## src/design/rv_config.svh

```systemverilog
/* core-wide widths and the trap opcode for the rv64i pipeline
   include wherever a width or the trap encoding is needed */
`ifndef RV_CONFIG_SVH
`define RV_CONFIG_SVH

// data path width
`define XLEN 64

// integer register file size
`define NREGS 32

// register index width, log2 of NREGS
`define RIDX_W 5

// custom opcode that ends the run, code taken from x10
`define TRAP_OPCODE 7'h6b

`endif

```

## src/design/rv_pkg.sv

```systemverilog
/* opcode and alu encodings plus the packets passed between pipeline stages
   import with rv_pkg::* in a module header */
`include "rv_config.svh"

package rv_pkg;

  typedef enum logic [6:0] {
    OP_IMM = 7'h13,
    OP     = 7'h33,
    LUI    = 7'h37,
    TRAP   = `TRAP_OPCODE
  } opcode_e;

  typedef enum logic [2:0] {
    ADD    = 3'd0,
    SUB    = 3'd1,
    XOR    = 3'd2,
    OR     = 3'd3,
    AND    = 3'd4,
    PASS_B = 3'd5     // lui, result is opb
  } alu_op_e;

  // decode -> execute
  typedef struct packed {
    logic               valid;
    logic [`XLEN-1:0]   pc;
    logic [31:0]        inst;
    alu_op_e            alu_op;
    logic [`XLEN-1:0]   opa;
    logic [`XLEN-1:0]   opb;
    logic [`RIDX_W-1:0] rd;
    logic               rd_wen;
    logic               is_trap;
    logic               skip;
    logic [2:0]         trap_code;
  } dec_pkt_t;

  // execute -> commit
  typedef struct packed {
    logic               valid;
    logic [`XLEN-1:0]   pc;
    logic [31:0]        inst;
    logic [`XLEN-1:0]   result;
    logic [`RIDX_W-1:0] rd;
    logic               rd_wen;
    logic               is_trap;
    logic               skip;
    logic [2:0]         trap_code;
  } ex_pkt_t;

  // one record per retired instruction
  typedef struct packed {
    logic               valid;
    logic [`XLEN-1:0]   pc;
    logic [31:0]        inst;
    logic               wen;
    logic [`RIDX_W-1:0] wdest;
    logic [`XLEN-1:0]   wdata;
    logic               skip;
  } commit_t;

  // bypass source back into decode
  typedef struct packed {
    logic               valid;   // source will write rd
    logic [`RIDX_W-1:0] rd;
    logic [`XLEN-1:0]   data;
  } fwd_t;

endpackage

```

## src/design/rv_execute.sv

```systemverilog
/* execute stage: alu on the decoded operands, result bypassed to decode
   and registered with the control fields for commit */
`timescale 1ns/1ps
`include "rv_config.svh"

module rv_execute import rv_pkg::*; (
  input  logic     clk,
  input  logic     rst,
  input  dec_pkt_t i_dec,
  output ex_pkt_t  o_ex,
  output fwd_t     o_fwd
);

  logic [`XLEN-1:0] result;
  ex_pkt_t          ex_d;

  always_comb begin
    case (i_dec.alu_op)
      ADD:     result = i_dec.opa + i_dec.opb;
      SUB:     result = i_dec.opa - i_dec.opb;
      XOR:     result = i_dec.opa ^ i_dec.opb;
      OR:      result = i_dec.opa | i_dec.opb;
      AND:     result = i_dec.opa & i_dec.opb;
      PASS_B:  result = i_dec.opb;
      default: result = i_dec.opb;
    endcase
  end

  assign o_fwd.valid = i_dec.valid & i_dec.rd_wen;
  assign o_fwd.rd    = i_dec.rd;
  assign o_fwd.data  = result;

  always_comb begin
    ex_d.valid     = i_dec.valid;
    ex_d.pc        = i_dec.pc;
    ex_d.inst      = i_dec.inst;
    ex_d.result    = result;
    ex_d.rd        = i_dec.rd;
    ex_d.rd_wen    = i_dec.rd_wen;
    ex_d.is_trap   = i_dec.is_trap;
    ex_d.skip      = i_dec.skip;
    ex_d.trap_code = i_dec.trap_code;
  end

  always_ff @(posedge clk) begin
    o_ex <= ex_d;
    if (rst) o_ex.valid <= 1'b0;
  end

endmodule

```

## config.mk

```make
export PLATFORM = sky130hd
export DESIGN_NAME = rv_execute
export DESIGN_NICKNAME = d
export VERILOG_FILES = /design/src/design/rv_pkg.sv /design/src/design/rv_execute.sv
export VERILOG_INCLUDE_DIRS = /design/src /design/src/design
export SDC_FILE = /design/constraint.sdc
export NUM_CORES = 1
export LEC_CHECK = 0
export BUFFER_PORTS_ARGS = -buffer_cell sky130_fd_sc_hd__buf_2
export CORE_AREA = 4 4 187 189
export DETAILED_ROUTE_END_ITERATION = 8
export DIE_AREA = 0 0 191 193
export HOLD_SLACK_MARGIN = 0.02
export PLACE_DENSITY = 0.66
export RECOVER_POWER = 100
export REMOVE_ABC_BUFFERS = 1
export SKIP_CTS_REPAIR_TIMING = 1
export SLEW_MARGIN = 40
export SYNTH_ARGS = -nofsm -noshare
export SYNTH_HDL_FRONTEND = slang
export SYNTH_SLANG_ARGS = --single-unit
```

## constraint.sdc

```tcl
create_clock -name clk -period 9.2 [get_ports clk]
set_input_delay 1.84 -clock clk [delete_from_list [all_inputs] [get_ports clk]]
set_output_delay 1.84 -clock clk [all_outputs]
set_load 0.02 [all_outputs]
```

; Yosys cells after proc, flatten, opt, wreduce, memory -nomap -nowiden
; Index checks and enable logic that the tools add are counted.
; Widths: inputs -> output; s select.
[word_totals]
ff_bits = 172
word_cells = 21
[op_classes]
n_reduce_logical = 1
muxes = 1
n_addsub = 2
eq_ne = 4
bitwise_logic = 4
[ops]
columns = cell, count
row1 = $pmux 64 s5, 1
row2 = $add 64x64->64, 1
row3 = $and 64x64->64, 1
row4 = $or 64x64->64, 1
row5 = $sub 64x64->64, 1
row6 = $xor 64x64->64, 1
row7 = $eq 3x2->1 const B, 2
row8 = $eq 3x1->1 const B, 1
row9 = $eq 3x3->1 const B, 1
row10 = $logic_not 3->1, 1
row11 = $and 1x1->1, 1

; Logic depth before layout (Yosys ltp)
[depth]
word_depth = 2
ltp_mapped = 22

; Worst setup path before layout
; Ideal clock, no wire load.
[synth_path]
path_type = in2out
from = input i_dec[17] in the netlist's numbering
to = output o_fwd[56] in the netlist's numbering
cell_stages = 19
required_ps = 7360
n_path_buf = 1
arrival_ps = 6729
slack_ps = 631
cell_sequence = or4_1 > or4_1 > nor4_1 > nor2b_1 > nand2_1 > o31ai_1 > nand2_1 > xnor2_1 > ha_1 > buf_2 > nand4_1 > or3_1 > or4_1 > o21a_1 > o21ba_2 > o21a_1 > o31ai_1 > xnor2_1 > o221ai_1
[synth_rtl]
columns = item, line_no
row1 = start: declaration, rv_execute.sv:9  ; input dec_pkt_t i_dec,
row2 = end: declaration, rv_execute.sv:11  ; output fwd_t o_fwd

==> summary.txt <==
Synth
  – Number of synthesized register bits: 172
  – Largest area contributor in the netlist: dfxtp_1
  – Register area share after synthesis: 0.263
  – Synth top area share: 0.263
  – Post-Synthesis Cells: 1,737
  – Post-Syn Area: 13,100 um^2
  – Post-synth EDFFs: 0
  – Post-synth top cells: nand2_1, ha_1, a21oi_1
  – Mean Syn Cell Area: about 7.6 um^2
  – Main area contributors after synthesis: dfxtp_1, ha_1, a21oi_1, xnor2_1, o21ai_0
  – Ys async rst share: 0
  – Synth unique cells: 67
  – Ys flop type: dfxtp_1
  – Cell with the most instances after synthesis: nand2_1
  – Synth warnings: 0

Critical path
  – Arrival @ worst endpoint: 7.06 ns
  – Worst EP required: 7.36 ns
  – Crit-path max FO: 6
  – Crit. End Element: primary output
  – CP Launch Type: primary input
  – Crit Path Category: primary input to primary output

Global route
  – Initial antenna violation count: 15
  – Global Route Usage Sum: 0.257
  – Global-route wire length before repair: 74,000 um
  – Number of global-route vias before repair: 13,600
  – Overflow left after global routing: 0
  – Largest net degree at the start of global routing: between 80 and 90

STA
  – Fin. Hold Viols: 0
  – Max Clock Freq: 112 MHz
  – PnR worst setup slack: 0.304 ns
  – Slew Limit Fails: 75
  – Slew margin rel.: -0.951
  – Actual slew at the worst max-slew pin: 2.93 ns
  – Final setup viols: 0
  – Fin crit period: 8.90 ns
  – Final hold slack: about 1.5 ns
  – Setup TNS: 0 ns
  – Crit share post-route: 0.967

Run status
  – Violated checks: capacitance limit, slew limit
  – Status: complete, but fails checks

Floorplanning
  – Io pins: approximately 480
  – Die Y: 193 um
  – DIE AREA: 36,900 um^2
  – Cell row count: 67
  – CORE AREA: 33,300 um^2
  – Starting Density: 0.394
  – Chip width: 191 um

Routing
  – Final WL: 50,100 um
  – Avg WL per Cell: 18.8 um
  – Detail Route Antenna Nets: 0
  – Vias per Instance: 5.25
  – DR vias: 14,000
  – Detailed-route DRC error count: 0
  – 1st-iter DRT viols: roughly 850
  – TritonRoute pass-1 iters: 5

CTS
  – CTS Buffer Depth: 2
  – Reg clk slew, reported paths: 0.08 ns
  – CTS tree: yes
  – CTS buffer count: 17
  – CTS root buffer: clkbuf_16
  – CTS H-tree lvls: 4
  – Clk sinks: 172

Hold path
  – Min-Delay Path Class: primary input to register

Power
  – Peak supply drop: 0.164 mV
  – Leak Pwr: 7.76 nW
  – Cell area power density: 156 nW/um^2
  – Total design power: 2.58 mW

Placed design
  – GP Congestion: 0.921
  – Port bufs: 482
  – DP Worst Slack: roughly 0.11 ns
  – Hpwl dp: 40,300 um

Finish
  – Top reg by flops: o_ex
  – Final net count: 2,631
  – Post-Route Utilization: 0.497
  – Largest register FFs: 172
  – Layout cells sized above 1: 0.174
  – Largest registers: o_ex: 172 flops
  – Synth-to-Final Area Change: 26.1%

Job
  – Max-cap viol count: 1
## area by class of cell
type / count / area, um^2
Tap cell: 448 / 561
Clock buffer: 17 / 425
Multi-Input combinational cell: 1334 / 8840
Fill cell: 3422 / 16700
Timing Repair Buffer: 525 / 2480
Inverter: 147 / 552
Antenna cell: 8 / 20.0
Sequential cell: 172 / 3440
Clock inverter: 15 / 216
## path summary, 6_finish.rpt
path	slack, ns	from	end	depth (start not counted)
hold / removal	1.48	i_dec[179]	o_ex[112]	1
setup / recovery	0.30	i_dec[16]	o_fwd[56]	20
## layout by cell type, fill, tap and decap left out, types with 93 or more instances in the layout
| master | netlist | layout |
|---|---|---|
| buf_2 | 2 | 284 |
| clkbuf_1 | 73 | 201 |
| nand2_1 | 193 | 193 |
| ha_1 | 192 | 192 |
| a21oi_1 | 191 | 190 |
| dfxtp_1 | 172 | 172 |
| nor2_1 | 171 | 170 |
| o21ai_0 | 157 | 160 |
| inv_1 | 145 | 145 |
| xnor2_1 | 93 | 93 |
## logic make-up (layout without fill, tap and decap cells)
logic type,Yosys count,after routing,synth area share
other,0,8,0
and+or+nand+nor,499,499,0.170
xor gates and xnor gates,114,114,0.0761
AOI/OAI and AO/OA,526,526,0.238
DFF,172,172,0.263
adders and majority gates,193,193,0.185
buffers and inverters,231,704,0.0677
muxes,2,2,0.00153
## metal layers
layer | part of all wire | global-route usage
met2 | 0.50 | 0.471
met5 | 0.0022 | 0
met4 | 0.033 | 0.108
met3 | 0.063 | 0.0524
met1 | 0.40 | 0.291
## stage by stage
stage                     instances  instance area, um^2
final                          2666                16500
after global routing           2666                16500
after CTS                      2658                16700
after detailed placement       2626                16100
after global placement         2626                16100
after floorplan                1653                12800
## power breakdown
part | internal [mW] | switching, mW | leakage (nW)
Clock | 0.382 | 0.387 | 0.307
Sequential | 0.811 | 0.0162 | 1.45
Combinational | 0.343 | 0.639 | 6.00
Total | 1.54 | 1.04 | 7.76
## worst max-delay path, cell delays in order
cell and delay, ns:
buf_2 0.14, or4_1 0.54, or4_1 0.54, nor4_4 0.24
nor2b_2 0.25, nand2_1 0.09, o31ai_1 0.25, clkbuf_1 0.17
xnor2_1 0.08, ha_1 0.29, nand4_1 0.12, or3_1 0.37
or4_1 0.48, o21a_1 0.22, o21ba_2 0.25, o21a_1 0.29
o31ai_2 0.31, xnor2_1 0.19, o221ai_1 0.18, buf_2 0.21
Power figures use the tool's default switching activity.
