File: config.mk
export PLATFORM = sky130hd
export DESIGN_NAME = rv_decode
export DESIGN_NICKNAME = d
export VERILOG_FILES = /design/src/design/rv_pkg.sv /design/src/design/rv_decode.sv
export VERILOG_INCLUDE_DIRS = /design/src /design/src/design
export SDC_FILE = /design/constraint.sdc
export NUM_CORES = 1
export LEC_CHECK = 0
export BUFFER_PORTS_ARGS = -buffer_cell sky130_fd_sc_hd__buf_2
export CORE_AREA = 2 2 238 240
export CTS_CLUSTER_DIAMETER = 60
export CTS_CLUSTER_SIZE = 30
export DETAILED_ROUTE_END_ITERATION = 8
export DIE_AREA = 0 0 240 242
export GPL_TIMING_DRIVEN = 1
export PLACE_DENSITY = 0.34
export SYNTH_ARGS = -nofsm -noshare
export SYNTH_HDL_FRONTEND = slang
export SYNTH_SLANG_ARGS = --single-unit
export TNS_END_PERCENT = 30
File: constraint.sdc
create_clock -name clk -period 2.5 [get_ports clk]
set_clock_uncertainty 0.2 [all_clocks]
set_input_delay 0.5 -clock clk [delete_from_list [all_inputs] [get_ports clk]]
set_output_delay 0.5 -clock clk [all_outputs]
set_load 0.02 [all_outputs]
File: src/design/rv_config.svh
/* core-wide widths and the trap opcode for the rv64i pipeline
   include wherever a width or the trap encoding is needed */
`ifndef RV_CONFIG_SVH
`define RV_CONFIG_SVH

// data path width
`define XLEN 64

// integer register file size
`define NREGS 32

// register index width, log2 of NREGS
`define RIDX_W 5

// custom opcode that ends the run, code taken from x10
`define TRAP_OPCODE 7'h6b

`endif

File: src/design/rv_pkg.sv
/* opcode and alu encodings plus the packets passed between pipeline stages
   import with rv_pkg::* in a module header */
`include "rv_config.svh"

package rv_pkg;

  typedef enum logic [6:0] {
    OP_IMM = 7'h13,
    OP     = 7'h33,
    LUI    = 7'h37,
    TRAP   = `TRAP_OPCODE
  } opcode_e;

  typedef enum logic [2:0] {
    ADD    = 3'd0,
    SUB    = 3'd1,
    XOR    = 3'd2,
    OR     = 3'd3,
    AND    = 3'd4,
    PASS_B = 3'd5     // lui, result is opb
  } alu_op_e;

  // decode -> execute
  typedef struct packed {
    logic               valid;
    logic [`XLEN-1:0]   pc;
    logic [31:0]        inst;
    alu_op_e            alu_op;
    logic [`XLEN-1:0]   opa;
    logic [`XLEN-1:0]   opb;
    logic [`RIDX_W-1:0] rd;
    logic               rd_wen;
    logic               is_trap;
    logic               skip;
    logic [2:0]         trap_code;
  } dec_pkt_t;

  // execute -> commit
  typedef struct packed {
    logic               valid;
    logic [`XLEN-1:0]   pc;
    logic [31:0]        inst;
    logic [`XLEN-1:0]   result;
    logic [`RIDX_W-1:0] rd;
    logic               rd_wen;
    logic               is_trap;
    logic               skip;
    logic [2:0]         trap_code;
  } ex_pkt_t;

  // one record per retired instruction
  typedef struct packed {
    logic               valid;
    logic [`XLEN-1:0]   pc;
    logic [31:0]        inst;
    logic               wen;
    logic [`RIDX_W-1:0] wdest;
    logic [`XLEN-1:0]   wdata;
    logic               skip;
  } commit_t;

  // bypass source back into decode
  typedef struct packed {
    logic               valid;   // source will write rd
    logic [`RIDX_W-1:0] rd;
    logic [`XLEN-1:0]   data;
  } fwd_t;

endpackage

File: src/design/rv_decode.sv
/* decode stage: classifies the instruction, builds immediates and operands
   with bypass from execute and commit, then registers the decoded packet */
`timescale 1ns/1ps
`include "rv_config.svh"

module rv_decode import rv_pkg::*; (
  input  logic               clk,
  input  logic               rst,
  input  logic               i_valid,
  input  logic [`XLEN-1:0]   i_pc,
  input  logic [31:0]        i_inst,
  output logic [`RIDX_W-1:0] o_rs1,
  output logic [`RIDX_W-1:0] o_rs2,
  input  logic [`XLEN-1:0]   i_rs1_data,
  input  logic [`XLEN-1:0]   i_rs2_data,
  input  fwd_t               i_ex_fwd,
  input  fwd_t               i_cm_fwd,
  output dec_pkt_t           o_dec
);

  logic [2:0]       funct3;
  logic [6:0]       funct7;
  logic [`XLEN-1:0] imm_i;
  logic [`XLEN-1:0] imm_u;
  logic [`XLEN-1:0] rs1_val;
  logic [`XLEN-1:0] rs2_val;
  logic             is_op;
  logic             is_lui;
  logic             is_trap;
  logic             legal;
  alu_op_e          alu_op;
  dec_pkt_t         dec_d;

  // execute first, then commit, then the register file
  function automatic logic [`XLEN-1:0] pick_operand(
      input logic [`RIDX_W-1:0] idx,
      input logic [`XLEN-1:0]   rf_data,
      input fwd_t               ex_fwd,
      input fwd_t               cm_fwd);
    logic [`XLEN-1:0] val;
    if (idx == '0) val = '0;
    else if (ex_fwd.valid && ex_fwd.rd == idx) val = ex_fwd.data;
    else if (cm_fwd.valid && cm_fwd.rd == idx) val = cm_fwd.data;
    else val = rf_data;
    return val;
  endfunction

  assign funct3  = i_inst[14:12];
  assign funct7  = i_inst[31:25];
  assign is_op   = (i_inst[6:0] == OP);
  assign is_lui  = (i_inst[6:0] == LUI);
  assign is_trap = (i_inst[6:0] == TRAP);

  assign imm_i = {{(`XLEN-12){i_inst[31]}}, i_inst[31:20]};
  assign imm_u = {{(`XLEN-32){i_inst[31]}}, i_inst[31:12], 12'h000};   // rv64 lui sign-extends

  // trap reads its code out of x10 through port 1
  assign o_rs1 = is_trap ? `RIDX_W'd10 : i_inst[19:15];
  assign o_rs2 = i_inst[24:20];

  assign rs1_val = pick_operand(o_rs1, i_rs1_data, i_ex_fwd, i_cm_fwd);
  assign rs2_val = pick_operand(o_rs2, i_rs2_data, i_ex_fwd, i_cm_fwd);

  always_comb begin
    alu_op = ADD;
    legal  = 1'b0;
    case (i_inst[6:0])
      OP_IMM: begin
        legal = 1'b1;
        case (funct3)
          3'b000:  alu_op = ADD;
          3'b100:  alu_op = XOR;
          3'b110:  alu_op = OR;
          3'b111:  alu_op = AND;
          default: legal = 1'b0;
        endcase
      end
      OP: begin
        legal = 1'b1;
        if (funct7 == 7'b0000000) begin
          case (funct3)
            3'b000:  alu_op = ADD;
            3'b100:  alu_op = XOR;
            3'b110:  alu_op = OR;
            3'b111:  alu_op = AND;
            default: legal = 1'b0;
          endcase
        end else if (funct7 == 7'b0100000 && funct3 == 3'b000) begin
          alu_op = SUB;
        end else begin
          legal = 1'b0;
        end
      end
      LUI: begin
        legal  = 1'b1;
        alu_op = PASS_B;
      end
      default: legal = 1'b0;   // trap and unknown opcodes write nothing
    endcase
  end

  always_comb begin
    dec_d.valid     = i_valid;
    dec_d.pc        = i_pc;
    dec_d.inst      = i_inst;
    dec_d.alu_op    = alu_op;
    dec_d.opa       = rs1_val;
    dec_d.opb       = is_op ? rs2_val : (is_lui ? imm_u : imm_i);
    dec_d.rd        = i_inst[11:7];
    dec_d.rd_wen    = legal;
    dec_d.is_trap   = is_trap;
    dec_d.skip      = ~legal & ~is_trap;
    dec_d.trap_code = is_trap ? rs1_val[2:0] : 3'd0;
  end

  always_ff @(posedge clk) begin
    o_dec <= dec_d;
    if (rst) o_dec.valid <= 1'b0;
  end

endmodule

; ---- Word level (Yosys, flattened, before mapping)
; Cells that the tools add are included.
; Widths: inputs -> output; s select.
[totals]
reg_bits = 239
word_cells = 54
[classes]
n_eq_ne = 12
muxes = 17
n_bitwise = 3
n_reduce_logical = 10
[op_table]
columns = op, count
row1 = $mux 64, 6
row2 = $mux 31, 1
row3 = $eq 7x6->1 const B, 3
row4 = $eq 5x5->1, 4
row5 = $pmux 3 s3, 2
row6 = $logic_not 5->1, 2
row7 = $eq 3x3->1 const B, 3
row8 = $eq 7x5->1 const B, 1
row9 = $eq 7x7->1 const B, 1
row10 = $logic_not 7->1, 1
row11 = $mux 3, 2
row12 = $logic_and 1x1->1, 5
row13 = $mux 5, 1
row14 = $mux 1, 4
row15 = $reduce_or 4->1, 1
row16 = $logic_not 3->1, 1
row17 = $pmux 1 s3, 1
row18 = $not 1->1, 2
row19 = $and 1x1->1, 1

; ---- Longest topological paths before layout
; Gate-level depths: netlist (run 1).
[logic_depth]
ltp_word = 7
ltp_mapped = 9

; ---- Least setup slack after synthesis (run 1)
; No wires, ideal clock.
[synth_path]
kind = in2reg
startpoint = in i_inst[2]
endpoint = reg o_dec[100] (netlist bit)
setup_ps = 91
t_arrival_ps = 2071
required_time_ps = 2209
slack_ps = 138
stages = 7
path_cell_list = and4b_1 a21o_1 o32ai_2 o211ai_2 clkbuf_1 nand2_1 a311oi_1
[synth_between]
elab_chain_cells = 6
[synth_lines]
columns = item, line_no
row1 = "start, declared", rv_decode.sv:11  ; input logic [31:0] i_inst,
row2 = $eq 7x7->1 *, rv_decode.sv:52  ; assign is_trap = (i_inst[6:0] == TRAP);
row3 = $mux 5 *, rv_decode.sv:58  ; assign o_rs1 = is_trap ? `RIDX_W'd10 : i_inst[19:15];
row4 = via o_rs1[1], rv_decode.sv:12  ; output logic [`RIDX_W-1:0] o_rs1,
row5 = $eq 5x5->1, rv_decode.sv:43  ; else if (cm_fwd.valid && cm_fwd.rd == idx) val = cm_fwd.data;
row6 = $logic_and 1x1->1, rv_decode.sv:43
row7 = $mux 64, rv_decode.sv:43
row8 = $mux 64, rv_decode.sv:42  ; else if (ex_fwd.valid && ex_fwd.rd == idx) val = ex_fwd.data;
row9 = "end, declared", rv_decode.sv:18  ; output dec_pkt_t o_dec
; The timed path passes the listed nets; every way through them passes the cells marked *.
; A chain may end at the register's enable or synchronous reset.

; ---- Final worst setup path (run 1)
[layout_path]
startpoint = in i_inst[16]
endpoint = reg o_dec[2] (netlist bit)
[layout_between]
elab_chain_cells = 6
[layout_lines]
columns = item, line_no
row1 = $mux 5 *, rv_decode.sv:58
row2 = $eq 5x5->1, rv_decode.sv:43
row3 = $logic_and 1x1->1, rv_decode.sv:43
row4 = $mux 64, rv_decode.sv:43
row5 = $mux 64, rv_decode.sv:42
row6 = $mux 3 *, rv_decode.sv:41  ; if (idx == '0) val = '0;
; Every way passes the cells marked *; elsewhere a longest branch is shown, timed or not.

==> summary.txt, run 1 <==
Clocking
  – TritonCTS buffer count: 37
  – CTS tree: done
  – Clk root buf: clkbuf_16
  – Clk sink count: 234
  – Clk buf depth: 3
  – CTS H-tree lvls: 2
  – Reg clk slew, reported paths: 60 ps

Die
  – Floorplan core area: 55,700 um2
  – Die Ht: 242 um
  – # rows: 87
  – Die width: 240 um
  – Die area: 58,100 um2
  – IO Pins: 616
  – Initial Util: 15.7%

Critical path
  – Worst Setup Path Type: in2reg
  – Arr. time, crit path: 2650 ps
  – Worst Path Max Fanout: 24
  – Startpoint class of the critical path: input pin
  – Worst endpoint required time: 2730 ps
  – CP Capture Type: flip-flop

STA
  – Fin crit period: 2420 ps
  – Relative slew slack: 68.3%
  – Achievable Freq: 413 MHz
  – Slew Limit Fails: 0
  – Final Hold Fails: 0
  – Period utilization: 96.8%
  – Final setup fails: 0
  – Unrepaired setup endpoints after global routing: false
  – Worst slew pin tran: 470 ps
  – Setup TNS: 0 ps

Final layout
  – Fillers: 6,064
  – Synth-to-Final Area Change: 80.8%
  – Fin nets: 2,078
  – Max reg flops: 234
  – Largest Register: o_dec
  – Ratio of cells with drive above 1 in the final layout: 45.7%
  – Commonest non-fill, non-tap cell in the layout: buf_2
  – Largest registers: o_dec (234)
  – Commonest cells after routing, fill and taps aside: buf_2, dfxtp_1, nand2_1, dlygate4sd3_1, buf_4
  – Final Cell Area: 15,800 um2

GRT
  – Initial antenna violation count: 18
  – Total grt overflow: 0
  – Pin count of the biggest net entering global routing: 50
  – First-pass GRT wire length: 70,800 um
  – Total track usage: 16.7%
  – Vias in the first global route: 10,529

Synth
  – Synth Area in Compound Gates: 18.7%
  – Post-synthesis async set-or-reset flop share: 0%
  – Main combinational cell family by area after synthesis: compound AO/OA/AOI/OAI gates
  – Synth Flop Type: dfxtp_1
  – Register area share after synthesis: 53.5%
  – Syn_nets: 1,293
  – Post-Synth XOR/XNOR Area: 1.40%
  – Ys Warns: 0
  – Mapped Cells: 926
  – Synth Area in Adders: 0%
  – Mux share of post-synthesis cell area: 7.32%
  – Avg Cell Area, Syn: 9.45 um2
  – FF+latch count, synth: 234
  – Post-Synth Simple-Gate Area: 13.9%
  – Number of flops mapped to enable cells by yosys: 0
  – Synthesized area: 8750 um2
  – Distinct cells, synth: 48

Run
  – MaxCap Viol Count: 0

Routing
  – DRT Wirelength: 50,800 um
  – Via count: 10,088
  – # DRC: 0
  – Initial drt markers: 363
  – ANT nets after route: 0
  – Initial DRT Pass Iterations: 4
  – Vias per std cell: 4.04
  – DR WL/cell: 20.3 um

Min path
  – Min-delay worst type: in2reg

Power
  – Leakage power: 7.40 nW
  – P per Cell Area: 684 nW/um2
  – Worst vdd ir: 0.000314 V
  – Final Total Pwr: 0.0108 W

Place
  – Cell Area, Placed: 13,500 um2
  – Port buffer count: 615
  – Dpl hpwl: 39,900 um
  – Placer Congestion: 0.925

Run status
  – Status: completed
cells in the mapped netlist, types with 4 or more instances:
cell type    n  share of area, %
xor2_1       7              0.70
a22o_1      11               1.1
a21o_1      35               3.0
buf_2       16              0.91
mux2i_1     64               7.3
clkbuf_1    43               1.8
buf_1        5              0.21
a311oi_1    67               6.7
buf_6        7              0.90
dfxtp_1    234                54
nand2_1    202               8.7
nor2_1      75               3.2
xnor2_1      7              0.70
a221o_1     19               2.2
buf_4       10              0.86
o21ai_0     70               4.0
inv_1        9              0.39
nand4_1      4              0.29
a21oi_1      5              0.29
layer usage:
layer	vias up	GRT usage, %	wire [um]
met5	-	0	118
met4	20	5.63	1580
met3	91	6.07	4580
met2	442	30.7	25700
met1	4705	17.5	18800
li1	4830	-	-
power by group:
group	switching [W]	internal, W	leakage (nW)
logic	0.000913	0.000721	4.84
clock network	0.00204	0.00312	0.589
registers	0.0000614	0.00396	1.97
total	0.00301	0.00780	7.40
path summary, 6_finish.rpt:
check / startpoint / to / slack (ps) / depth (start not counted)
worst max-delay path: i_inst[16] / o_dec[2] / 80 / 9
worst min-delay path: i_inst[27] / o_dec[169] / 40 / 1
final cells by class:
cell class | instances | area (um2) | area share, %
inverter | 9 | 33.8 | 0.213
timing repair buffer | 827 | 5250 | 33.2
sequential | 234 | 4680 | 29.6
antenna | 5 | 12.5 | 0.0791
multi-input combinational | 602 | 3670 | 23.2
tap | 756 | 946 | 5.98
clock inverter | 19 | 218 | 1.38
clock buffer | 45 | 1010 | 6.36
per-stage QoR:
stage               setup WS [ps]  utilization, %  hold WS, ps  cells
floorplan                     138               -          328    926
global placement             -281            24.2          402   2321
detailed placement           -311            24.2          404   2321
CTS                          83.4            28.4        0.123   2492
global route                 9.83            28.4         7.26   2494
finish                       80.4            28.4         39.8   2497
timing repair:
action / 4_1_cts / 5_1_grt
endpoints found under the setup margin: 0 / 1
gates resized for setup: 0 / 1
setup buffers: 0 / 0
hold buffers: 107 / 0
hold endpoints to repair: 102 / 0
cell families (layout without fill, tap and decap cells):
group | Yosys count | after routing
and+or+nand+nor | 303 | 303
other | 0 | 5
xor gates and xnor gates | 14 | 14
DFF | 234 | 234
muxes | 64 | 64
buffers and inverters | 90 | 900
AOI/OAI and AO/OA | 221 | 221
worst max-delay path, stage by stage:
cell and delay (ps):
dlygate4sd3_1 550, buf_2 170, a21o_1 190, o32ai_2 330, o211a_4 220, buf_12 170, buf_12 150, nand2_1 70
a311oi_1 270
Note: power is estimated with default switching activity, not from simulation.
==> inputs of run 2 (changes only) <==
--- a/config.mk
+++ b/config.mk
@@ -14,6 +14,7 @@
 export DIE_AREA = 0 0 240 242
 export GPL_TIMING_DRIVEN = 1
 export PLACE_DENSITY = 0.34
+export REMOVE_ABC_BUFFERS = 1
 export SYNTH_ARGS = -nofsm -noshare
 export SYNTH_HDL_FRONTEND = slang
 export SYNTH_SLANG_ARGS = --single-unit
==> run 2 against run 1 <==
Against the previous run: non-clock buffer count grew 158; largest power group unchanged; sequential power barely moved; hold slack gained 3.3 ps; first-iteration DRC count down 3.0%; cell count grew 5.9%; global-route usage fell by 0.61 points; utilization up 2.7 points; combinational power increased by 12%; count of clock-buffer cells in the layout down 13.
==> summary.txt, run 2 (same netlist as run 1, synthesis figures left out) <==
Run status
  – Status: completed

STA
  – Period utilization: 97.2%
  – Slew Limit Fails: 0
  – Relative slew slack: 65.4%
  – Achievable Freq: 411 MHz
  – Final setup fails: 0
  – Final Hold Fails: 0
  – Fin crit period: 2430 ps
  – Worst slew pin tran: 514 ps
  – Setup TNS: 0 ps
  – Unrepaired setup endpoints after global routing: true

Power
  – Worst vdd ir: 0.000428 V
  – Clock power share: 44.3%
  – Flop pwr share: 38.3%
  – Leakage power: 8.03 nW
  – P per Cell Area: 605 nW/um2
  – Internal power: 0.00732 W
  – Combinational Power Share: 17.4%
  – Switching pwr: 0.00317 W
  – Sw frac: 30.2%

GRT
  – First-pass GRT wire length: 71,000 um
  – Pin count of the biggest net entering global routing: 43
  – Initial antenna violation count: 5
  – Total grt overflow: 0
  – Vias in the first global route: 11,459
  – Total track usage: 16.1%

Critical path
  – CP cell instances: buf_2 -> dlygate4sd3_1 -> buf_4 -> nor2_1 -> nand4_1 -> or2_2 -> and2_2 -> buf_12 -> a221o_1
  – Startpoint class of the critical path: input pin
  – Worst Path Max Fanout: 10
  – WP buf/inv: 4
  – Slowest CP cell: dlygate4sd3_1
  – Delay-heaviest family, CP: buffers and inverters
  – Worst Setup Path Type: in2reg
  – Arr. time, crit path: 2690 ps
  – CP Capture Type: flip-flop
  – Worst endpoint required time: 2760 ps
  – Crit path largest cell delay: 560 ps

Final layout
  – Largest Register: o_dec
  – Synth-to-Final Area Change: 98.2%
  – Max reg flops: 234
  – Fin nets: 2,229
  – Commonest cells after routing, fill and taps aside: buf_2, dlygate4sd3_1, dfxtp_1, nand2_1, buf_4
  – Largest registers: o_dec (234)
  – Ratio of cells with drive above 1 in the final layout: 42.3%
  – Commonest non-fill, non-tap cell in the layout: buf_2
  – Final Cell Area: 17,400 um2
  – Non-Filler Instances: 2,645

Die
  – Die Ht: 242 um
  – # rows: 87
  – Floorplan core area: 55,700 um2
  – Die width: 240 um
  – Initial Util: 15.7%
  – IO Pins: 616
  – Die area: 58,100 um2

Routing
  – DRT Wirelength: 49,600 um
  – Initial drt markers: 352
  – DR WL/cell: 18.8 um
  – Initial DRT Pass Iterations: 4
  – Via count: 10,664
  – Vias per std cell: 4.03
  – # DRC: 0
  – ANT nets after route: 0

Place
  – Port buffer count: 615
  – Placed cell count: 2,315
  – Dpl hpwl: 37,200 um
  – Placer Congestion: 0.800
  – Cell Area, Placed: 13,400 um2

Clocking
  – Clk sink count: 234
  – Clk buf depth: 3
  – CTS tree: done
  – CTS H-tree lvls: 1
  – Reg clk slew, reported paths: 60 ps
  – Clk root buf: clkbuf_16
  – TritonCTS buffer count: 30

Min path
  – Min-delay src: i_cm_fwd[16]
  – Hold path endpoint: o_dec[91]
  – Hold path cells: 3
  – Min-delay worst type: in2reg

Run
  – MaxCap Viol Count: 0
==> run 2: cell count changes in the layout (fill, tap and decap cells not counted), sizes merged <==
cell         delta
dlygate4sd3   +161
clkbuf         -11
inv             +7
buf             -5
clkinv          +3
clkinvlp        -3
bufinv          -2
diode           -2
==> run 2: layout make-up <==
type	count	area (um2)
Antenna cell	3	7.51
Clock buffer	32	790
Clock inverter	24	305
Fill cell	5970	38400
Inverter	9	33.8
Multi-Input combinational cell	602	3740
Sequential cell	234	4680
Tap cell	756	946
Timing Repair Buffer	985	6840
==> run 2: worst max-delay path by stage <==
stage | from | cells past startpoint | slack (ps) | end
after detailed placement | i_inst[2] | 9 | -750 | o_dec[131]
final | i_inst[6] | 9 | 70 | o_dec[23]
after global placement | i_inst[2] | 9 | -760 | o_dec[94]
after CTS | i_inst[3] | 11 | 10 | o_dec[94]
after global routing | i_inst[15] | 11 | -40 | o_dec[123]
after floorplan | i_cm_fwd[65] | 6 | -5770 | o_dec[23]
==> run 2: power by group through the flow <==
stage	clock network (W)	logic, W	registers, W
2_1_floorplan	0	0.000315	0.00440
3_3_place_gp	0	0.00149	0.00410
3_5_place_dp	0	0.00149	0.00410
4_1_cts	0.00483	0.00183	0.00402
5_1_grt	0.00498	0.00196	0.00404
6_report	0.00465	0.00182	0.00402
==> run 2: per-stage QoR <==
step / hold slack, ps / util [%] / worst slack [ps] / power (W)
floorplan: 328 / - / -5770 / 0.00472
global placement: 403 / 24.1 / -763 / 0.00560
detailed placement: 404 / 24.1 / -755 / 0.00560
CTS: 3.97 / 30.9 / 10.3 / 0.0107
global route: 27.0 / 31.1 / -42.2 / 0.0110
finish: 43.1 / 31.1 / 69.8 / 0.0105
==> run 2: repair_timing <==
item / CTS / global route
buffers inserted: 0 / 1
endpoints found under the hold margin: 167 / 0
pin swaps: 0 / 11
hold buffers: 268 / 0
resized for setup: 3 / 15
gates cloned: 0 / 2
setup endpoints to repair: 37 / 28
==> run 2: layer usage <==
| layer | share of wire [%] | GRT usage [%] | wire length, um |
|---|---|---|---|
| met5 | 0.054 | 0 | 27 |
| met3 | 7.3 | 3.85 | 3600 |
| met4 | 2.5 | 4.84 | 1250 |
| met2 | 51 | 30.3 | 25500 |
| met1 | 39 | 17.7 | 19200 |
