**src/design/rv_config.svh**
```systemverilog
/* core-wide widths and the trap opcode for the rv64i pipeline
   include wherever a width or the trap encoding is needed */
`ifndef RV_CONFIG_SVH
`define RV_CONFIG_SVH

// data path width
`define XLEN 64

// integer register file size
`define NREGS 32

// register index width, log2 of NREGS
`define RIDX_W 5

// custom opcode that ends the run, code taken from x10
`define TRAP_OPCODE 7'h6b

`endif

```
**src/design/rv_pkg.sv**
```systemverilog
/* opcode and alu encodings plus the packets passed between pipeline stages
   import with rv_pkg::* in a module header */
`include "rv_config.svh"

package rv_pkg;

  typedef enum logic [6:0] {
    OP_IMM = 7'h13,
    OP     = 7'h33,
    LUI    = 7'h37,
    TRAP   = `TRAP_OPCODE
  } opcode_e;

  typedef enum logic [2:0] {
    ADD    = 3'd0,
    SUB    = 3'd1,
    XOR    = 3'd2,
    OR     = 3'd3,
    AND    = 3'd4,
    PASS_B = 3'd5     // lui, result is opb
  } alu_op_e;

  // decode -> execute
  typedef struct packed {
    logic               valid;
    logic [`XLEN-1:0]   pc;
    logic [31:0]        inst;
    alu_op_e            alu_op;
    logic [`XLEN-1:0]   opa;
    logic [`XLEN-1:0]   opb;
    logic [`RIDX_W-1:0] rd;
    logic               rd_wen;
    logic               is_trap;
    logic               skip;
    logic [2:0]         trap_code;
  } dec_pkt_t;

  // execute -> commit
  typedef struct packed {
    logic               valid;
    logic [`XLEN-1:0]   pc;
    logic [31:0]        inst;
    logic [`XLEN-1:0]   result;
    logic [`RIDX_W-1:0] rd;
    logic               rd_wen;
    logic               is_trap;
    logic               skip;
    logic [2:0]         trap_code;
  } ex_pkt_t;

  // one record per retired instruction
  typedef struct packed {
    logic               valid;
    logic [`XLEN-1:0]   pc;
    logic [31:0]        inst;
    logic               wen;
    logic [`RIDX_W-1:0] wdest;
    logic [`XLEN-1:0]   wdata;
    logic               skip;
  } commit_t;

  // bypass source back into decode
  typedef struct packed {
    logic               valid;   // source will write rd
    logic [`RIDX_W-1:0] rd;
    logic [`XLEN-1:0]   data;
  } fwd_t;

endpackage

```
**src/design/rv_commit.sv**
```systemverilog
/* commit stage: register write-back, retired-instruction record, trap halt
   and the cycle and instruction counters compared against the reference model */
`timescale 1ns/1ps
`include "rv_config.svh"

module rv_commit import rv_pkg::*; (
  input  logic               clk,
  input  logic               rst,
  input  ex_pkt_t            i_ex,
  output logic               o_wen,
  output logic [`RIDX_W-1:0] o_wdest,
  output logic [`XLEN-1:0]   o_wdata,
  output fwd_t               o_fwd,
  output commit_t            o_commit,
  output logic               o_halt,
  output logic [2:0]         o_trap_code,
  output logic [`XLEN-1:0]   o_cycle_cnt,
  output logic [`XLEN-1:0]   o_instr_cnt
);

  logic    retire;
  commit_t cm_d;

  assign retire  = i_ex.valid & ~o_halt;   // nothing retires once halted
  assign o_wen   = retire & i_ex.rd_wen;
  assign o_wdest = i_ex.rd;
  assign o_wdata = i_ex.result;

  assign o_fwd.valid = o_wen;
  assign o_fwd.rd    = i_ex.rd;
  assign o_fwd.data  = i_ex.result;

  always_comb begin
    cm_d.valid = retire;
    cm_d.pc    = i_ex.pc;
    cm_d.inst  = i_ex.inst;
    cm_d.wen   = o_wen;
    cm_d.wdest = o_wen ? i_ex.rd : '0;       // dest only meaningful with wen
    cm_d.wdata = o_wen ? i_ex.result : '0;
    cm_d.skip  = retire & i_ex.skip;
  end

  always_ff @(posedge clk) begin
    if (rst) begin
      o_commit <= '0;
    end else begin
      o_commit <= cm_d;
    end
  end

  always_ff @(posedge clk) begin
    if (rst) begin
      o_halt      <= 1'b0;
      o_trap_code <= 3'd0;
      o_cycle_cnt <= '0;
      o_instr_cnt <= '0;
    end else if (!o_halt) begin
      o_cycle_cnt <= o_cycle_cnt + 1'b1;
      if (retire) o_instr_cnt <= o_instr_cnt + 1'b1;   // skips and trap count too
      if (retire && i_ex.is_trap) begin
        o_halt      <= 1'b1;
        o_trap_code <= i_ex.trap_code;
      end
    end
  end

endmodule

```
**config.mk**
```make
export PLATFORM = sky130hd
export DESIGN_NAME = rv_commit
export DESIGN_NICKNAME = d
export VERILOG_FILES = /design/src/design/rv_pkg.sv /design/src/design/rv_commit.sv
export VERILOG_INCLUDE_DIRS = /design/src /design/src/design
export SDC_FILE = /design/constraint.sdc
export NUM_CORES = 1
export LEC_CHECK = 0
export ABC_AREA = 1
export BUFFER_PORTS_ARGS = -buffer_cell sky130_fd_sc_hd__buf_2
export CAP_MARGIN = 0
export CORE_AREA = 2 2 238 240
export DETAILED_ROUTE_END_ITERATION = 16
export DIE_AREA = 0 0 240 242
export PLACE_DENSITY = 0.45
export REMOVE_ABC_BUFFERS = 1
export SLEW_MARGIN = 20
export SYNTH_ARGS = -nofsm -noshare
export SYNTH_HDL_FRONTEND = slang
export SYNTH_SLANG_ARGS = --single-unit
```
**constraint.sdc**
```tcl
create_clock -name clk -period 1.75 [get_ports clk]
set_clock_uncertainty 0.1 [all_clocks]
set_input_delay 0.35 -clock clk [delete_from_list [all_inputs] [get_ports clk]]
set_output_delay 0.35 -clock clk [all_outputs]
set_load 0.02 [all_outputs]
```
== Word level (Yosys, flattened, before mapping) ==
Cells that the tools add are included.
W data, S select, Z words.
Cells by class
  bitwise logic cells: 5
  $add $sub $neg: 2
  reduce and logical (&&, ||, !) cells: 4
  multiplexer cells: 2
Operators by type and width (count)
  $add A64 B1 Y64 const B: 2
  $reduce_and A2 Y1: 2
  $and A1 B1 Y1: 3
  $mux W1: 2
  $not A1 Y1: 2
  $reduce_or A2 Y1: 1
  $logic_and A1 B1 Y1: 1
Word-level totals
  output and inout bits: 440
  input port bits: 174
  bits in registers: 300

== Logic depth before layout (Yosys ltp) ==
Gate-level depths: netlist of run 1.
  depth in word-level cells: 5
  gate-level depth with buffers: 12
  mapped depth without buffers: 11

== Least setup slack after synthesis of run 1 ==
No wires, ideal clock.
  path kind: register to register
  start: reg o_instr_cnt[1]
  end: reg o_instr_cnt[56]
  stages on the path, launching flop included: 11
  slack: -51 ps
  buffers on the path: 0
  data arrival time: 1585 ps
  data required time: 1535 ps
  library setup time: 115 ps
  period minus slack after synthesis: 1801 ps
  cells stage by stage: dfxtp_1 -> ha_1 -> inv_1 -> nor2_2 -> nand2_4 -> nor2_4 -> nand2_1 -> nor2_4 -> nand3_1 -> nand2_1 -> nor2_1
Between the ends
  word-level cells in the longest chain between the ends: 1
RTL lines
  from (decl): line rv_commit.sv:18  | output logic [`XLEN-1:0] o_instr_cnt
  from (signal assigned): line rv_commit.sv:59  | if (retire) o_instr_cnt <= o_instr_cnt + 1'b1;
  $add A64 B1 Y64: line rv_commit.sv:59
No other way between the ends.
A chain may end at the register's enable or synchronous reset.

== Worst setup path in the final report of run 1 ==
  start: reg o_halt
  end: out o_wen
Between the ends
  word-level cells in the longest chain between the ends: 3
RTL lines
  from (decl): line rv_commit.sv:15  | output logic o_halt,
  from (signal assigned): line rv_commit.sv:53  | o_halt <= 1'b0;
  from (signal assigned): line rv_commit.sv:61  | o_halt <= 1'b1;
  $not A1 Y1 (no line)
  $and A1 B1 Y1: line rv_commit.sv:24  | assign retire = i_ex.valid & ~o_halt;
  $and A1 B1 Y1: line rv_commit.sv:25  | assign o_wen = retire & i_ex.rd_wen;
  to (decl): line rv_commit.sv:10  | output logic o_wen,
No other way between the ends.

==> results of run 1 <==
-- power breakdown --
part	total (uW)	switching, uW	internal, uW
clock network	7650	3170	4470
registers	7070	58.9	7010
logic	2060	1270	793
total	16800	4500	12300
-- cells by family (layout without fill, tap and decap cells) --
logic type	count (synthesis)	count (layout)	share of synthesized area (%)
buffers and inverters	489	1351	17.8
AO/OA/AOI/OAI	108	108	4.23
other	0	6	0
XOR/XNOR	20	20	1.30
adder cells (fa/ha/maj)	2	2	0.186
AND/OR/NAND/NOR	982	983	31.8
flip-flops	300	300	44.7
-- critical path, cell delays in order, from the launching register on --
cell and delay [ns]:
dfxtp_4 0.37, inv_8 0.06, nand2_8 0.05, inv_8 0.07
nand2_4 0.05, inv_4 0.07, buf_6 0.11
-- registers in the layout, summed over array words and instances, names as in the netlist --
register	count
o_halt	1
o_instr_cnt	64
o_commit	168
o_trap_code	3
o_cycle_cnt	64
-- per-stage QoR --
| stage | setup slack [ns] | utilization, % | area (um^2) | setup TNS (ns) | hold slack, ns |
|---|---|---|---|---|---|
| 6_report | -0.0329 | 38.1 | 21200 | -0.185 | 0.0175 |
| 3_5_place_dp | -0.109 | 31.7 | 17700 | -1.09 | 0.349 |
| 4_1_cts | -0.0830 | 37.2 | 20700 | -0.167 | 0.00291 |
| 2_1_floorplan | -0.267 | - | 12200 | -20.19 | 0.319 |
| 5_1_grt | -0.106 | 38.1 | 21200 | -1.62 | 0.0201 |
| 3_3_place_gp | -0.121 | 31.7 | 17700 | -0.263 | 0.349 |
-- worst max path at each step --
stage	from	endpoint	slack, ns	depth (start not counted)
2_1_floorplan	o_halt	o_commit[10]	-0.27	7
3_3_place_gp	o_instr_cnt[50]	o_instr_cnt[61]	-0.12	8
3_5_place_dp	o_instr_cnt[0]	o_instr_cnt[62]	-0.11	11
4_1_cts	o_halt	o_fwd[69]	-0.08	6
5_1_grt	o_halt	o_wen	-0.11	6
6_report	o_halt	o_wen	-0.03	6
-- cell type report --
type / count / share of cell area (%)
clock inverters: 14 / 0.607
multi-input cells: 1113 / 25.7
flip-flops and latches: 300 / 28.8
inverters: 314 / 5.64
clock buffers: 53 / 5.08
well taps: 756 / 4.46
diodes: 6 / 0.0707
repair buffers: 970 / 29.7
-- cells in the mapped netlist (all sizes together) --
| master | count |
|---|---|
| nand2 | 348 |
| xor2 | 14 |
| and3 | 1 |
| a31oi | 2 |
| o21a | 7 |
| nand3 | 82 |
| dfxtp | 300 |
| nor3 | 22 |
| a211oi | 1 |
| a21oi | 61 |
| nor3b | 8 |
| and2 | 1 |
| nand3b | 2 |
| xnor2 | 6 |
| o21bai | 2 |
| buf | 155 |
| o21ai | 35 |
| or2 | 1 |
| inv | 314 |
| nand4 | 39 |
| nor2 | 478 |
| ha | 2 |
| clkbuf | 20 |
-- metal layers --
layer / part of all wire, % / GRT usage, %
met4: 3.6 / 8.95
met1: 41 / 25.5
met2: 47 / 34.8
met5: 0.39 / 1.26
met3: 7.8 / 6.85
-- what timing repair did --
item	4_1_cts	5_1_grt
resized for setup	68	154
pin swaps	3	31
cloned	0	1
setup endpoints to repair	73	112
endpoints found under the hold margin	165	0
setup buffers	7	8
hold buffers	165	0
==> impl_metrics.yaml, run 1 <==
status:
  outcome: "complete, but fails checks"
  violations: "negative setup slack"
cells_and_area:
  final_common_cell: "buf_2"
  layout-drive-gt1-share_pct: 39.3
  nFillCells: 5948
  layoutNonFillerInstCount: 3526
  regArea_um2: 6110
  final_cell_mix: "595 x buf_2, 390 x nor2_1, 313 x nand2_1, 300 x inv_1, 231 x dfxtp_1"
  nets: 2913
  synthToLayoutAreaGrowth_pct: 57.9
  multi_input_area_um2: 5450
place:
  dp.cells: 3273
  hpwl_um: 51900
  gp_congestion: 0.975
  portBuffers: 613
pwr:
  p_per_area_nw_per_um2: 790
  ir_worst_vdd_mv: 0.642
  power.leakage_uw: 0.0106
  finalPower_uw: 16800
sta:
  drv_slew: 0
  relSlewSlack_pct: 62.5
  rsz0062_at_grt: "true"
  period_minus_slack_ns: 1.78
  timing.fmax_mhz: 561
  postLayoutSetupSlackWorst_ns: -0.0329
  setup_viol: 12
  hold_violations: 0
  period_share_pct: 102
  worst_pin_slew_ns: 0.563
clocking:
  clk_latency_ns: 0.55
  cts_tree: "yes"
  clk_transition_reported_paths_ns: 0.06
  numCtsBuffers: 38
  cts.sinks: 300
  cts-root-buf: "clkbuf_16"
  clk_path_buf_depth: 3
  htreeDepth: 2
worst_hold_path:
  whs_endpoint: "o_commit[61]"
  min_from: "i_ex[71]"
  timing.hold.worst_path_depth: 3
  hold_path.class: "primary input to register"
global_route:
  globalRouteTotalUtil_pct: 21.3
  gr-total-overflow: 0
  antenna_found_initial: 17
  grt_max_degree: 75
  grt_pass1_wl_um: 91500
  grt_pass1_vias: 14529
worst_setup_path:
  end_kind: "primary output"
  reg2reg_slack_ns: 0
  required_ns: 1.30
  crit_arrival_ns: 1.33
  timing.rr.start: "o_halt"
  r2r_end: "o_instr_cnt[54]"
  crit_fanout: 2
  worst-setup-path-type: "register to primary output"
  start_kind: "register"
  worstRegToRegCells: 11
drt:
  first_iter_violations: 732
  wire_per_inst_um: 18.2
  via_count: 14913
  wl_um: 64300
  drt_first_pass_iters: 5
  ant_nets: 0
  drc: 0
  avgViaCountPerCell: 4.23
yosys:
  avgSynthCellArea_um2: 7.07
  ys_seq_area_share_pct: 44.7
  synth_top_area_share_pct: 44.7
  synth_top_area_cell: "dfxtp_1"
  yosys-top-cells-area: "dfxtp_1 45%, nor2_1 12%, nand2_1 9.2%, inv_1 8.5%, buf_4 7.9%"
  netlist_area_um2: 13400
  yosys_warnings: 0
  ys_ff_latch: 300
  synthDistinctLibCells: 38
  synthCells: 1901
die:
  start_util_pct: 24.1
  die_x_um: 240
  num_rows: 87
  die_h_um: 242
  dieArea_um2: 58100
  core_area_um2: 55700
  ioPinCount: 614
flow_run:
  cap_violations: 0
Power figures use the tool's default switching activity.
==> inputs of run 2 (changes only) <==
--- a/config.mk
+++ b/config.mk
@@ -12,6 +12,7 @@
 export CORE_AREA = 2 2 238 240
 export DETAILED_ROUTE_END_ITERATION = 16
 export DIE_AREA = 0 0 240 242
+export MAX_ROUTING_LAYER = met4
 export PLACE_DENSITY = 0.45
 export REMOVE_ABC_BUFFERS = 1
 export SLEW_MARGIN = 20
==> impl_metrics.yaml, run 2 (synthesized netlist as in run 1, its figures left out) <==
die:
  start_util_pct: 24.1
  die_h_um: 242
  core_area_um2: 55700
  dieArea_um2: 58100
  ioPinCount: 614
  num_rows: 87
  die_x_um: 240
drt:
  ant_nets: 0
  avgViaCountPerCell: 4.24
  drc: 0
  wire_per_inst_um: 18.3
  first_iter_violations: 685
  wl_um: 64700
  drt_first_pass_iters: 4
  via_count: 14981
sta:
  hold_slack_ns: 0.0546
  relSlewSlack_pct: 70.2
  postLayoutSetupSlackWorst_ns: -0.0387
  drv_slew: 0
  tns_ns: -0.0931
  hold_violations: 0
  worst_pin_slew_ns: 0.447
  setup_viol: 6
  timing.fmax_mhz: 559
  rsz0062_at_grt: "true"
  period_share_pct: 102
  period_minus_slack_ns: 1.79
place:
  dp_slack_ns: -0.163
  dp.cells: 3273
  dpl_cell_area_um2: 17700
  gp_congestion: 0.991
  hpwl_um: 51800
  portBuffers: 613
clocking:
  clk_path_buf_depth: 3
  clk_transition_reported_paths_ns: 0.06
  cts_tree: "yes"
  clk_latency_ns: 0.55
  cts.sinks: 300
  numCtsBuffers: 39
  htreeDepth: 2
  cts-root-buf: "clkbuf_16"
cells_and_area:
  fin_area_um2: 21500
  regMostFlops: "o_commit"
  largest_reg_flops: 168
  final_cell_mix: "586 x buf_2, 383 x nor2_1, 309 x nand2_1, 301 x inv_1, 230 x dfxtp_1"
  final_common_cell: "buf_2"
  layoutNonFillerInstCount: 3532
  layout-drive-gt1-share_pct: 40.2
  reg.largest.list: "o_commit x168, o_cycle_cnt x64, o_instr_cnt x64"
  synthToLayoutAreaGrowth_pct: 60.2
  nets: 2917
flow_run:
  cap_violations: 0
worst_setup_path:
  crit_arrival_ns: 1.34
  end_kind: "primary output"
  worstRegToRegCells: 11
  required_ns: 1.30
  worst-setup-path-type: "register to primary output"
  crit_fanout: 2
  start_kind: "register"
global_route:
  grt_max_degree: 76
  gr-total-overflow: 0
  grt_pass1_wl_um: 92900
  grt_pass1_vias: 14662
  antenna_found_initial: 6
  globalRouteTotalUtil_pct: 22.1
worst_hold_path:
  hold_path.class: "primary input to register"
  timing.hold.worst_path_depth: 3
pwr:
  power.leakage_uw: 0.0108
  ir_worst_vdd_mv: 0.739
  p_per_area_nw_per_um2: 809
status:
  outcome: "complete, but fails checks"
  violations: "negative setup slack"
-- run 2: changes by cell type in the layout (fill, tap and decap cells not counted), sizes merged --
cell         change
buf              -2
bufinv           +1
clkbuf           +8
clkinv           -8
clkinvlp         +2
dlygate4sd3      +2
inv              +3
-- run 2: power breakdown --
group,internal [uW],leakage [uW],switching (uW)
combinational,794,0.00762,1280
sequential,7000,0.00249,60.3
clock,5090,0.000663,3200
total,12900,0.0108,4540
-- run 2: cell type report --
cell class / count / area (um^2)
fill: 5890 / 34200
timing repair buffer: 973 / 6380
sequential: 300 / 6120
multi-input combinational: 1113 / 5530
clock buffer: 58 / 1210
inverter: 314 / 1190
tap: 756 / 946
clock inverter: 12 / 138
antenna: 6 / 15.0
-- run 2: critical path: stages, from the launching register on --
cell	delay (ns)
dfxtp_4	0.35
inv_6	0.07
nand2_8	0.06
inv_8	0.07
nand2_4	0.05
inv_4	0.07
buf_6	0.12
-- run 2: path summary, 6_finish.rpt --
path | from | endpoint | slack (ns)
max | o_halt | o_wen | -0.04
min | i_ex[6] | o_commit[65] | 0.05
max reg2reg | o_halt | o_cycle_cnt[48] | 0.04
min reg2reg | o_trap_code[1] | o_trap_code[1] | 0.36
-- run 2: what timing repair did --
item	CTS	global route
cloned	1	0
hold endpoints to repair	167	0
buffers inserted	9	9
hold buffers	167	0
pin swaps	5	33
resized for setup	76	186
setup endpoints to repair	72	119
-- run 2: layer usage --
layer | routed length (um) | GRT usage (%) | vias up
met5 | 0 | - | -
met4 | 1570 | 5.50 | 0
met3 | 4290 | 5.49 | 93
met2 | 31200 | 36.5 | 477
met1 | 27700 | 26.7 | 7095
li1 | - | - | 7316
-- run 2: per-stage QoR --
stage          power (uW)  utilization (%)
6_report            17400             38.6
4_1_cts             17600             37.6
2_1_floorplan        7710                -
3_3_place_gp         8900             31.7
3_5_place_dp         8910             31.7
5_1_grt             18100             38.6
==> inputs of run 3 (changes only) <==
--- a/config.mk
+++ b/config.mk
@@ -10,6 +10,7 @@
 export BUFFER_PORTS_ARGS = -buffer_cell sky130_fd_sc_hd__buf_2
 export CAP_MARGIN = 0
 export CORE_AREA = 2 2 238 240
+export CTS_BUF_LIST = sky130_fd_sc_hd__clkbuf_8 sky130_fd_sc_hd__clkbuf_16
 export DETAILED_ROUTE_END_ITERATION = 16
 export DIE_AREA = 0 0 240 242
 export MAX_ROUTING_LAYER = met4
==> impl_metrics.yaml, run 3 (synthesized netlist as in run 1, its figures left out) <==
die:
  ioPinCount: 614
  num_rows: 87
  start_util_pct: 24.1
  die_h_um: 242
  die_x_um: 240
  dieArea_um2: 58100
  core_area_um2: 55700
worst_setup_path:
  worst-setup-path-type: "register to primary output"
  end_kind: "primary output"
  required_ns: 1.30
  crit_fanout: 2
  crit_arrival_ns: 1.34
  start_kind: "register"
global_route:
  gr-total-overflow: 0
  grt_pass1_vias: 14657
  grtUsageMet2_pct: 36.5
  grt_use_met1_pct: 26.7
  globalRouteTotalUtil_pct: 22.1
  grt_busiest_layer: "met2"
  antenna_found_initial: 6
  use_met3_pct: 5.49
  grt_pass1_wl_um: 92800
  grt_max_degree: 76
cells_and_area:
  synthToLayoutAreaGrowth_pct: 60.2
  fin_area_um2: 21500
  nFillCells: 5888
  final_cell_mix: "586 x buf_2, 383 x nor2_1, 309 x nand2_1, 305 x inv_1, 230 x dfxtp_1"
  final_common_cell: "buf_2"
  nets: 2917
  final_core_util_pct: 38.6
  layoutNonFillerInstCount: 3534
  layout-drive-gt1-share_pct: 40.2
  reg.largest.list: "o_commit x168, o_cycle_cnt x64, o_instr_cnt x64"
  largest_reg_flops: 168
  regMostFlops: "o_commit"
drt:
  wire_per_inst_um: 18.3
  avgViaCountPerCell: 4.23
  drt_first_pass_iters: 4
  via_count: 14947
  drc: 0
  first_iter_violations: 663
  ant_nets: 0
  wl_um: 64700
status:
  violations: "negative setup slack"
  outcome: "complete, but fails checks"
clocking:
  cts.sinks: 300
  cts_tree: "yes"
  clk_path_buf_depth: 3
  htreeDepth: 2
  numCtsBuffers: 39
  cts-root-buf: "clkbuf_16"
  clk_latency_ns: 0.55
  clk_transition_reported_paths_ns: 0.06
worst_hold_path:
  hold_path.class: "primary input to register"
flow_run:
  cap_violations: 0
sta:
  setup_viol: 5
  postLayoutSetupSlackWorst_ns: -0.0390
  relSlewSlack_pct: 70.0
  period_minus_slack_ns: 1.79
  period_share_pct: 102
  tns_ns: -0.0858
  hold_violations: 0
  rsz0062_at_grt: "true"
  timing.fmax_mhz: 559
  drv_slew: 0
  worst_pin_slew_ns: 0.450
place:
  hpwl_um: 51800
  dpl_cell_area_um2: 17700
  dp.cells: 3273
  gp_congestion: 0.991
  portBuffers: 613
pwr:
  finalPower_uw: 17400
  power.leakage_uw: 0.0108
  ir_worst_vdd_mv: 0.740
  p_per_area_nw_per_um2: 808
run 3: cell types whose count changed in the layout (fill, tap and decap cells not counted), sizes merged:
cell	delta
clkbuf	-4
inv	+4
diode	+2
run 3: through the flow:
stage                     hold slack [ns]  worst slack, ns
after floorplan                     0.319           -0.267
after global placement              0.349           -0.133
after detailed placement            0.359           -0.163
after CTS                         0.00180          -0.0726
after global routing               0.0120          -0.0985
final                              0.0512          -0.0390
run 3: path summary, 6_finish.rpt:
kind / slack (ns) / end / cells past startpoint / start
min: 0.05 / o_commit[58] / 3 / i_ex[68]
max reg2reg: 0.04 / o_cycle_cnt[48] / 11 / o_halt
min reg2reg: 0.36 / o_trap_code[1] / 2 / o_trap_code[1]
max: -0.04 / o_wen / 6 / o_halt
run 3: cell type report:
cell class	instances	area [um^2]	area share, %
antenna	8	20.0	0.0930
multi-input combinational	1113	5530	25.7
inverter	314	1190	5.54
clock inverter	16	153	0.709
clock buffer	54	1190	5.54
tap	756	946	4.39
timing repair buffer	973	6380	29.6
sequential	300	6120	28.4
run 3: power by group:
group / switching (uW) / internal, uW / leakage [uW] / total (uW)
combinational: 1280 / 794 / 0.00762 / 2070
clock: 3210 / 5060 / 0.000680 / 8280
sequential: 60.2 / 7000 / 0.00249 / 7060
total: 4550 / 12900 / 0.0108 / 17400
run 3: critical path: stages, from the launching register on:
cell and delay (ns):
dfxtp_4 0.35, inv_6 0.07, nand2_8 0.06, inv_8 0.07, nand2_4 0.05, inv_4 0.07
buf_6 0.12
run 3: layer usage:
metal,up-vias,wire length (um)
met5,-,0
met2,486,31100
met1,7063,27600
li1,7308,-
met4,0,1570
met3,90,4450
run 3: what timing repair did:
item	4_1_cts	5_1_grt
cloned	1	0
setup buffers	9	9
resized for setup	76	186
endpoints found under the setup margin	72	119
pin swaps	5	33
hold buffers	167	0
endpoints found under the hold margin	167	0
